===== config.mk =====
export PLATFORM = sky130hd
export DESIGN_NAME = gfx_top
export DESIGN_NICKNAME = d
export VERILOG_FILES = /design/src/gfx_pkg.sv /design/src/gfx_op_pkg.sv /design/src/gfx_op_regs.sv /design/src/gfx_lane_alu.sv /design/src/gfx_shader_fpint.sv /design/src/gfx_top.sv
export SDC_FILE = /design/constraint.sdc
export NUM_CORES = 2
export LEC_CHECK = 0
export BUFFER_PORTS_ARGS = -buffer_cell sky130_fd_sc_hd__buf_2
export CAP_MARGIN = 40
export CORE_MARGIN = 2
export CORE_UTILIZATION = 35
export CTS_BUF_LIST = sky130_fd_sc_hd__clkbuf_4 sky130_fd_sc_hd__clkbuf_8
export DETAILED_ROUTE_END_ITERATION = 7
export PLACE_DENSITY = 0.61
export SLEW_MARGIN = 10
export SYNTH_ARGS = -nofsm -noshare
export SYNTH_HDL_FRONTEND = slang
export SYNTH_HIERARCHICAL = 1
export SYNTH_SLANG_ARGS = --single-unit

===== constraint.sdc =====
create_clock -name clk -period 9.3 [get_ports clk]
set_clock_uncertainty 0.15 [all_clocks]
set_input_delay 0.93 -clock clk [delete_from_list [all_inputs] [get_ports clk]]
set_output_delay 0.93 -clock clk [all_outputs]
set_load 0.01 [all_outputs]

===== src/gfx_pkg.sv =====
package gfx_pkg;

	// ~~~~~~~~~~~~~~~~~~~~~~~~~~~~~~~~~~~~~~~~~~~~~~~~~~~~~~~~~~
	// Data path sizes
	// ~~~~~~~~~~~~~~~~~~~~~~~~~~~~~~~~~~~~~~~~~~~~~~~~~~~~~~~~~~

	localparam int SHADER_LANES = 4;
	localparam int WORD_BITS    = 32;
	localparam int SHIFT_BITS   = $clog2(WORD_BITS); // Low bits of b used as shift amount

	// ~~~~~~~~~~~~~~~~~~~~~~~~~~~~~~~~~~~~~~~~~~~~~~~~~~~~~~~~~~
	// Lane types
	// ~~~~~~~~~~~~~~~~~~~~~~~~~~~~~~~~~~~~~~~~~~~~~~~~~~~~~~~~~~

	typedef logic [WORD_BITS-1:0]    word;
	typedef logic [SHADER_LANES-1:0] lane_mask; // One flag per lane

	// Signed saturation limits
	localparam word WORD_MAX = {1'b0, {(WORD_BITS-1){1'b1}}};
	localparam word WORD_MIN = {1'b1, {(WORD_BITS-1){1'b0}}};

endpackage


===== src/gfx_op_pkg.sv =====
package gfx_op_pkg;

	localparam int OPCODE_BITS   = 3;
	localparam int CFG_DATA_BITS = 8;

	typedef enum logic [OPCODE_BITS-1:0] {
		OP_ADD,
		OP_SUB,
		OP_MIN,
		OP_MAX,
		OP_SHL,
		OP_SHR,
		OP_CLZ,
		OP_MOV
	} fpint_opcode;

	localparam fpint_opcode OPCODE_RESET = OP_MOV;

	// ~~~~~~~~~~~~~~~~~~~~~~~~~~~~~~~~~~~~~~~~~~~~~~~~~~~~~~~~~~
	// Configuration port
	// ~~~~~~~~~~~~~~~~~~~~~~~~~~~~~~~~~~~~~~~~~~~~~~~~~~~~~~~~~~

	typedef enum logic {
		CFG_OPCODE,
		CFG_MODE
	} cfg_addr_e;

	// Bit positions inside the mode register
	localparam int MODE_MINMAX_ABS    = 0;
	localparam int MODE_SHIFTR_SIGNED = 1;
	localparam int MODE_ADDSUB_SAT    = 2;

	typedef enum logic {
		CFG_IDLE,
		CFG_ACK
	} cfg_state_e;

endpackage


===== src/gfx_op_regs.sv =====
`timescale 1ns/100ps

module gfx_op_regs
import gfx_op_pkg::*;
(
	input  logic                     clk,
	input  logic                     rst_n,

	input  logic                     cfg_req,
	input  cfg_addr_e                cfg_addr,
	input  logic [CFG_DATA_BITS-1:0] cfg_data,
	output logic                     cfg_ack,

	output fpint_opcode              opcode,
	output logic                     minmax_abs,
	output logic                     shiftr_int_signed,
	output logic                     addsub_sat
);

	cfg_state_e state;
	logic       do_write;

	// One write per request, taken on the idle edge that sees req high
	assign do_write = (state == CFG_IDLE) && cfg_req;
	assign cfg_ack = (state == CFG_ACK);

	always_ff @(posedge clk or negedge rst_n) begin
		if (!rst_n) begin
			state <= CFG_IDLE;
		end else begin
			case (state)
				CFG_IDLE:
					if (cfg_req)
						state <= CFG_ACK;
				CFG_ACK:
					if (!cfg_req)
						state <= CFG_IDLE; // Host released req, drop ack
				default:
					state <= CFG_IDLE;
			endcase
		end
	end

	always_ff @(posedge clk or negedge rst_n) begin
		if (!rst_n) begin
			opcode            <= OPCODE_RESET;
			minmax_abs        <= 1'b0;
			shiftr_int_signed <= 1'b0;
			addsub_sat        <= 1'b0;
		end else if (do_write) begin
			case (cfg_addr)
				CFG_OPCODE:
					opcode <= fpint_opcode'(cfg_data[OPCODE_BITS-1:0]);
				CFG_MODE: begin
					minmax_abs        <= cfg_data[MODE_MINMAX_ABS];
					shiftr_int_signed <= cfg_data[MODE_SHIFTR_SIGNED];
					addsub_sat        <= cfg_data[MODE_ADDSUB_SAT];
				end
				default: ;
			endcase
		end
	end

endmodule


===== src/gfx_lane_alu.sv =====
`timescale 1ns/100ps

module gfx_lane_alu
import gfx_pkg::*, gfx_op_pkg::*;
(
	input  word         a,
	input  word         b,
	input  fpint_opcode opcode,
	input  logic        minmax_abs,
	input  logic        shiftr_int_signed,
	input  logic        addsub_sat,
	output word         q,
	output logic        sat
);

	word                   sum;
	word                   diff;
	word                   mm_a;
	word                   mm_b;
	word                   shr_res;
	word                   clz;
	logic [SHIFT_BITS-1:0] shamt;
	logic                  add_ovf;
	logic                  sub_ovf;
	logic                  a_lt_b;

	// ~~~~~~~~~~~~~~~~~~~~~~~~~~~~~~~~~~~~~~~~~~~~~~~~~~~~~~~~~~
	// Add / subtract with signed overflow detect
	// ~~~~~~~~~~~~~~~~~~~~~~~~~~~~~~~~~~~~~~~~~~~~~~~~~~~~~~~~~~

	assign sum = a + b;
	assign diff = a - b;
	assign add_ovf = (a[WORD_BITS-1] == b[WORD_BITS-1]) && (sum[WORD_BITS-1] != a[WORD_BITS-1]);
	assign sub_ovf = (a[WORD_BITS-1] != b[WORD_BITS-1]) && (diff[WORD_BITS-1] != a[WORD_BITS-1]);

	// Abs of the most negative value wraps back to itself
	assign mm_a = (minmax_abs && a[WORD_BITS-1]) ? -a : a;
	assign mm_b = (minmax_abs && b[WORD_BITS-1]) ? -b : b;
	assign a_lt_b = $signed(mm_a) < $signed(mm_b);

	assign shamt = b[SHIFT_BITS-1:0];
	assign shr_res = shiftr_int_signed ? word'($signed(a) >>> shamt) : a >> shamt;

	always_comb begin
		clz = word'(WORD_BITS);
		for (int i = 0; i < WORD_BITS; i++) begin
			if (a[i])
				clz = word'(WORD_BITS - 1 - i); // Highest set bit wins
		end
	end

	// ~~~~~~~~~~~~~~~~~~~~~~~~~~~~~~~~~~~~~~~~~~~~~~~~~~~~~~~~~~
	// Result select
	// ~~~~~~~~~~~~~~~~~~~~~~~~~~~~~~~~~~~~~~~~~~~~~~~~~~~~~~~~~~

	always_comb begin
		q = a;
		sat = 1'b0;
		case (opcode)
			OP_ADD: begin
				q = sum;
				if (addsub_sat && add_ovf) begin
					q = a[WORD_BITS-1] ? WORD_MIN : WORD_MAX;
					sat = 1'b1;
				end
			end
			OP_SUB: begin
				q = diff;
				if (addsub_sat && sub_ovf) begin
					q = a[WORD_BITS-1] ? WORD_MIN : WORD_MAX;
					sat = 1'b1;
				end
			end
			OP_MIN: q = a_lt_b ? mm_a : mm_b;
			OP_MAX: q = a_lt_b ? mm_b : mm_a;
			OP_SHL: q = a << shamt;
			OP_SHR: q = shr_res;
			OP_CLZ: q = clz;
			OP_MOV: q = a;
			default: q = a;
		endcase
	end

endmodule


===== src/gfx_shader_fpint.sv =====
`timescale 1ns/100ps

module gfx_shader_fpint
import gfx_pkg::*, gfx_op_pkg::*;
(
	input  logic        clk,
	input  logic        rst_n,

	input  logic        in_valid,
	input  word         a[SHADER_LANES],
	input  word         b[SHADER_LANES],

	input  fpint_opcode opcode,
	input  logic        minmax_abs,
	input  logic        shiftr_int_signed,
	input  logic        addsub_sat,

	output logic        out_valid,
	output word         q[SHADER_LANES],
	output lane_mask    sat
);

	logic        s1_valid;
	word         s1_a[SHADER_LANES];
	word         s1_b[SHADER_LANES];
	fpint_opcode s1_opcode;
	logic        s1_minmax_abs;
	logic        s1_shiftr_int_signed;
	logic        s1_addsub_sat;

	word         lane_q[SHADER_LANES];
	lane_mask    lane_sat;

	// ~~~~~~~~~~~~~~~~~~~~~~~~~~~~~~~~~~~~~~~~~~~~~~~~~~~~~~~~~~
	// Stage 1, operands travel with their own configuration
	// ~~~~~~~~~~~~~~~~~~~~~~~~~~~~~~~~~~~~~~~~~~~~~~~~~~~~~~~~~~

	always_ff @(posedge clk) begin
		if (in_valid) begin
			s1_a                 <= a;
			s1_b                 <= b;
			s1_opcode            <= opcode;
			s1_minmax_abs        <= minmax_abs;
			s1_shiftr_int_signed <= shiftr_int_signed;
			s1_addsub_sat        <= addsub_sat;
		end
	end

	for (genvar i = 0; i < SHADER_LANES; i++) begin : g_lane
		gfx_lane_alu u_alu
		(
			.a(s1_a[i]),
			.b(s1_b[i]),
			.opcode(s1_opcode),
			.minmax_abs(s1_minmax_abs),
			.shiftr_int_signed(s1_shiftr_int_signed),
			.addsub_sat(s1_addsub_sat),
			.q(lane_q[i]),
			.sat(lane_sat[i])
		);
	end

	// ~~~~~~~~~~~~~~~~~~~~~~~~~~~~~~~~~~~~~~~~~~~~~~~~~~~~~~~~~~
	// Stage 2, lane results
	// ~~~~~~~~~~~~~~~~~~~~~~~~~~~~~~~~~~~~~~~~~~~~~~~~~~~~~~~~~~

	always_ff @(posedge clk or negedge rst_n) begin
		if (!rst_n) begin
			s1_valid  <= 1'b0;
			out_valid <= 1'b0;
			sat       <= '0;
		end else begin
			s1_valid  <= in_valid;
			out_valid <= s1_valid;
			if (s1_valid)
				sat <= lane_sat;
		end
	end

	always_ff @(posedge clk) begin
		if (s1_valid)
			q <= lane_q;
	end

endmodule


===== src/gfx_top.sv =====
`timescale 1ns/100ps

module gfx_top
import gfx_pkg::*, gfx_op_pkg::*;
(
	input  logic                     clk,
	input  logic                     rst_n,

	input  word                      a[SHADER_LANES],
	input  word                      b[SHADER_LANES],
	input  logic                     in_valid,
	output logic                     out_valid,
	output word                      q[SHADER_LANES],
	output lane_mask                 sat,

	input  logic                     cfg_req,
	input  cfg_addr_e                cfg_addr,
	input  logic [CFG_DATA_BITS-1:0] cfg_data,
	output logic                     cfg_ack
);

	fpint_opcode opcode;
	logic        minmax_abs;
	logic        shiftr_int_signed;
	logic        addsub_sat;

	gfx_op_regs u_regs
	(
		.clk,
		.rst_n,
		.cfg_req,
		.cfg_addr,
		.cfg_data,
		.cfg_ack,
		.opcode,
		.minmax_abs,
		.shiftr_int_signed,
		.addsub_sat
	);

	gfx_shader_fpint u_fpint
	(
		.clk,
		.rst_n,
		.in_valid,
		.a,
		.b,
		.opcode,
		.minmax_abs,
		.shiftr_int_signed,
		.addsub_sat,
		.out_valid,
		.q,
		.sat
	);

endmodule


After elaboration in Yosys (flattened, before gate mapping). Index checks and enable logic that the tools add are counted. Widths: inputs -> output; s select.

$add $sub $neg: 16. $lt $le $gt $ge: 4. Eq/ne operators: 23. Shift operators: 12. Multiplexer cells: 177. Bitwise gates (word level): 2. Reduce and logical (&&, ||, !) cells: 28.

Operator list (number): $mux 32 (156); $pmux 32 s8 (4); $neg 32->32 (8); $add 32x32->32 (4); $lt 32x32->1 (4); $shl 32x5->32 (4); $shr 32x5->32 (4); $sshr 32x5->32 (4); $sub 32x32->32 (4); $logic_and 1x1->1 (25); $mux 6 (4); $eq 3x3->1 const B (4); $ne 1x1->1 (12); $mux 1 (9); $pmux 1 s2 (4); $eq 3x2->1 const B (2); $eq 1x1->1 (4); $reduce_and 2->1 (2); $eq 3x1->1 const B (1); $logic_not 3->1 (1); $not 1->1 (2).

Bits in registers: 403. Input bits: 269. Output and inout port bits: 134. Logic and storage cells: 286.

Logic depth before layout (Yosys ltp).
Word-level depth: 33. Depth in mapped cells: 24. Depth with buffers taken out: 20.

Hierarchy. The synthesis kept the hierarchy.

By module, submodules not included: gfx_lane_alu (u_fpint.g_lane[2].u_alu ...) (times used 2, cells an instance 1654, area an instance 11126.9 µm², seq. area each 0.0 µm²); gfx_shader_fpint (times used 1, cells an instance 400, area an instance 11906.4 µm², seq. area each 11861.4 µm²); gfx_lane_alu (u_fpint.g_lane[0].u_alu) (times used 1, cells an instance 1752, area an instance 11687.5 µm², seq. area each 0.0 µm²); gfx_lane_alu (u_fpint.g_lane[1].u_alu) (times used 1, cells an instance 1710, area an instance 10973.0 µm², seq. area each 0.0 µm²); gfx_op_regs (times used 1, cells an instance 15, area an instance 266.5 µm², seq. area each 178.9 µm²).

Worst setup path before layout. OpenSTA, ideal clock, no wires.

Kind: register to register. Start point: register u_fpint/s1_b[1] (netlist name). End point: register u_fpint/q[1] (netlist name), data pin. Library setup time: 0.261 ns. Data arrival time: 4.620 ns. Required time: 8.889 ns. Setup slack: 4.269 ns. Stages on the path, launching flop included: 23. Path buffers: 4. Clock period less this slack: 5.031 ns. Cell sequence: edfxtp_1 > clkbuf_1 > clkbuf_1 > inv_1 > ha_1 > nand2_1 > nor3_1 > nand2_1 > o21ai_0 > xnor2_1 > ha_1 > o21ai_0 > nor2_1 > o221a_2 > o31a_1 > o41ai_1 > and2_1 > buf_2 > nor4b_1 > nor3_1 > clkbuf_1 > nor2_1 > o32a_1.

RTL lines: start, declared (RTL line gfx_shader_fpint.sv:25) `word s1_b[SHADER_LANES];`; start signal, assigned (RTL line gfx_shader_fpint.sv:41) `s1_b <= b;`; end signal, assigned (RTL line gfx_shader_fpint.sv:82) `q <= lane_q;`; end, declared (RTL line gfx_shader_fpint.sv:19) `output word q[SHADER_LANES],`.

==> impl_results.md <==
* Tmin final at around 7 ns
* Leak at roughly 24 nW
* Vias after detailed routing at roughly 60000
* Commonest cells after routing, fill and taps aside: nor2_1, a21oi_1, o21ai_0
* Die extent in y at 408 um
* Clock network fraction of total power at 0.206
* H-tree levels at 3
* Seq/Total Area, Yosys at 0.211
* Reg2Reg Depth at 20
* Crit path cell chain: inv_1 > ha_1 > nor3b_1 > nand2_1 > nor2_1 > a41oi_1 > xnor2_1 > inv_1 > ha_1 > nand4_1 > nor4_1 > nand2_1 > a211oi_2 > nor2_4 > buf_4 > nor2_1 > o21ai_1 > nand3_1 > a2111oi_2 > a21oi_1
* Total power at a little over 10 mW
* Library cells used by synthesis at ~110
* Io pins at roughly 400
* Min-Delay Path Class: in2reg
* Largest net degree at the start of global routing at between 100 and 150
* Least-Margin Pin Slew at between 1 and 1.5 ns
* Placed insts at 9338
* Inserted Clock Buffers at 79
* Final Setup Violations at 0
* Critical Path Max Stage Delay at between 0.6 and 0.7 ns
* Worst-path maximum fanout at 38
* Die W at 408 um
* Worst VDD drop at around 140 uV
* Worst-skew pair later-pin latency at 0.87 ns
* Status: complete, no violations
* Core area at between 150000 and 200000 um^2
* Ys flop type: edfxtp_1
* Hold path cells at 1
* DP HPWL at 189000 um
* Pre-Repair DR Iteration Count at 8
* Number of global-route vias before repair at ~56000
* Register area at ~12000 um^2
* Cell Int Power at around 5.6 mW
* Remaining antenna violation count at 0
* Number of synthesized flops with an enable pin at just under 400
* Vias per cell at ~6.3
* PortBufs at between 300 and 400
* Synth top area share at 0.205
* Final period utilization at 0.774
* CTS tree: done
* Postcts setup bufs at 0
* NetSw at between 4 and 5 mW
* CTS max path bufs at 3
* Top area cells in the synthesized netlist: edfxtp_1, ha_1, mux4_2, a21oi_1, nor2_1
* Max Freq at roughly 0.14 GHz
* Final hold vios at 0
* Routability congestion estimate at approximately 1
* Critical Path Sink Type: register
* Crit path arrival time at around 7.6 ns
* Root Buffer: clkbuf_8
* Total track usage at 0.291
* Logic pwr share at 0.541
* Initial Utilization at 0.352
* Antenna violations before repair at 24
* Layout cells sized above 1 at 0.145
* WS Path Type: reg2reg
* Net count of the finished layout at between 7000 and 8000
* Net Sw Frac at 0.457
* Fin Setup TNS at 0 ns
* Mapped Cells at ~7200
* Slew Viols, Final at 0
* Die area at 166000 um^2
* Worst Path Required at slightly below 10 ns
* Fillers at about 17000
* Leading cell type in the layout, fill and taps excluded: nor2_1
* CTS resizes at 0
* Worst-path clk slew at around 0.060 ns
* Max_cap viols at 0
* Syn Nets at 7858
* Flop and latch count out of synthesis at ~400
* Worst slew margin at 0.287
* Hold Slack at 0.0931 ns
* Slowest-stage cell, CP: edfxtp_1
* Multi-input logic area at between 40000 and 50000 um^2
* Asr flop ratio synth at 0.0323
* Largest area contributor in the netlist: edfxtp_1
* PwrDens at approximately 160 nW/um^2
* Area grow syn2layout at 10.3%
* WL/cell at 26.7 um
* Unrepaired setup endpoints after global routing: false
* Worst setup SP type: register
* Grt ovf at 0
* First-pass GRT wire length at around 370000 um
* Iter 0 DRT Violations at 7825
* Synth Cell Area at ~57000 um^2
* Flop pwr share at 0.253
* Final wirelength at around 250000 um
* Post-Layout Cell Count at 9509
* Post-route DRC violation count at 0
* Sink Count at about 400
* Cell Rows at 148
* Ys Warns at 6
* Avg Cell Area, Syn at slightly below 8 um^2
==> layer usage <==
metal,part of all wire,track usage
met5,0.00075,0
met4,0.050,0.130
met3,0.097,0.0593
met2,0.43,0.435
met1,0.42,0.404
==> critical path, delay by kind of cell, from the launching register on <==
family	cells	cell delay (ns)
compound gates	5	1.45
fa+ha+maj	2	0.58
flops	1	0.63
simple gates	9	2.97
buf+inv	3	0.73
xor+xnor	1	0.40
==> path summary, 6_finish.rpt <==
path                       slack (ns)                         endpoint                           from
hold reg to reg                  0.26  u_fpint/s1_minmax_abs$_DFFE_PP_  u_regs/minmax_abs$_DFFE_PN0P_
hold / removal                   0.09       u_fpint/s1_a[41]$_DFFE_PP_                          a[41]
max in group asynchronous        8.02       u_fpint/s1_valid$_DFF_PN0_                          rst_n
min in group asynchronous        0.49       u_fpint/sat[2]$_DFFE_PN0P_                          rst_n
setup / recovery                 2.10         u_fpint/q[126]$_DFFE_PP_     u_fpint/s1_a[97]$_DFFE_PP_
setup reg to reg                 2.10         u_fpint/q[126]$_DFFE_PP_     u_fpint/s1_a[97]$_DFFE_PP_
==> power by group through the flow <==
stage / Clock [mW] / Sequential, mW / Combinational (mW)
final: 2.11 / 2.59 / 5.53
after global routing: 2.26 / 2.61 / 5.93
after CTS: 2.20 / 2.58 / 5.40
after detailed placement: 0 / 2.61 / 5.36
after global placement: 0 / 2.61 / 5.33
after floorplan: 0 / 2.54 / 3.64
==> Yosys cell counts (69+ instances only) <==
cell / number
a211oi_1: 97
nand3_1: 96
nor2b_1: 83
mux4_2: 189
a21oi_1: 683
ha_1: 396
xor2_1: 102
a31oi_1: 137
nand2_1: 477
clkbuf_1: 448
o31ai_1: 75
xnor2_1: 344
nor2_1: 874
nor3_1: 198
o21ai_0: 521
o211ai_1: 69
buf_2: 76
nand2b_1: 111
edfxtp_1: 390
mux2i_1: 211
inv_1: 327
a21o_1: 74
==> flip-flops by register name, summed over array words and instances (netlist names) <==
signal / flops
u_regs/addsub_sat: 1
u_fpint/s1_opcode: 3
u_fpint/s1_minmax_abs: 1
u_fpint/out_valid: 1
u_fpint/q: 128
u_regs/opcode: 3
u_fpint/sat: 4
u_fpint/s1_a: 128
u_fpint/s1_shiftr_int_signed: 1
u_regs/minmax_abs: 1
u_fpint/s1_b: 128
u_regs/shiftr_int_signed: 1
u_fpint/s1_addsub_sat: 1
u_fpint/s1_valid: 1
u_regs/cfg_ack: 1
==> timing repair <==
| action | 4_1_cts | 5_1_grt |
|---|---|---|
| hold buffers | 22 | 0 |
| hold endpoints to repair | 31 | 0 |
| endpoints found under the setup margin | 0 | 0 |
==> cell families after synthesis <==
family,count (synthesis),synth area share
multiplexers,454,0.122
AO/OA/AOI/OAI,2349,0.267
flip-flops,403,0.211
AND/OR/NAND/NOR,2184,0.177
buffers and inverters,942,0.0647
XOR/XNOR,449,0.0693
adder cells (fa/ha/maj),404,0.0896
==> per-stage QoR <==
step | util | area, um^2 | worst slack (ns)
final | 0.388 | 63000 | 2.10
after global routing | 0.388 | 63000 | 1.76
after CTS | 0.388 | 62900 | 2.39
after detailed placement | 0.375 | 60900 | 2.48
after global placement | 0.374 | 60700 | 2.62
after floorplan | - | 57100 | 4.27
==> layout make-up <==
class / count / area share
clock buffer: 103 / 0.0206
multi-input combinational: 5840 / 0.658
inverter: 341 / 0.0203
timing repair buffer: 601 / 0.0582
clock inverter: 35 / 0.00757
antenna: 11 / 0.000437
tap: 2175 / 0.0432
sequential: 403 / 0.191
No activity file was read; power rests on OpenSTA's default activity.
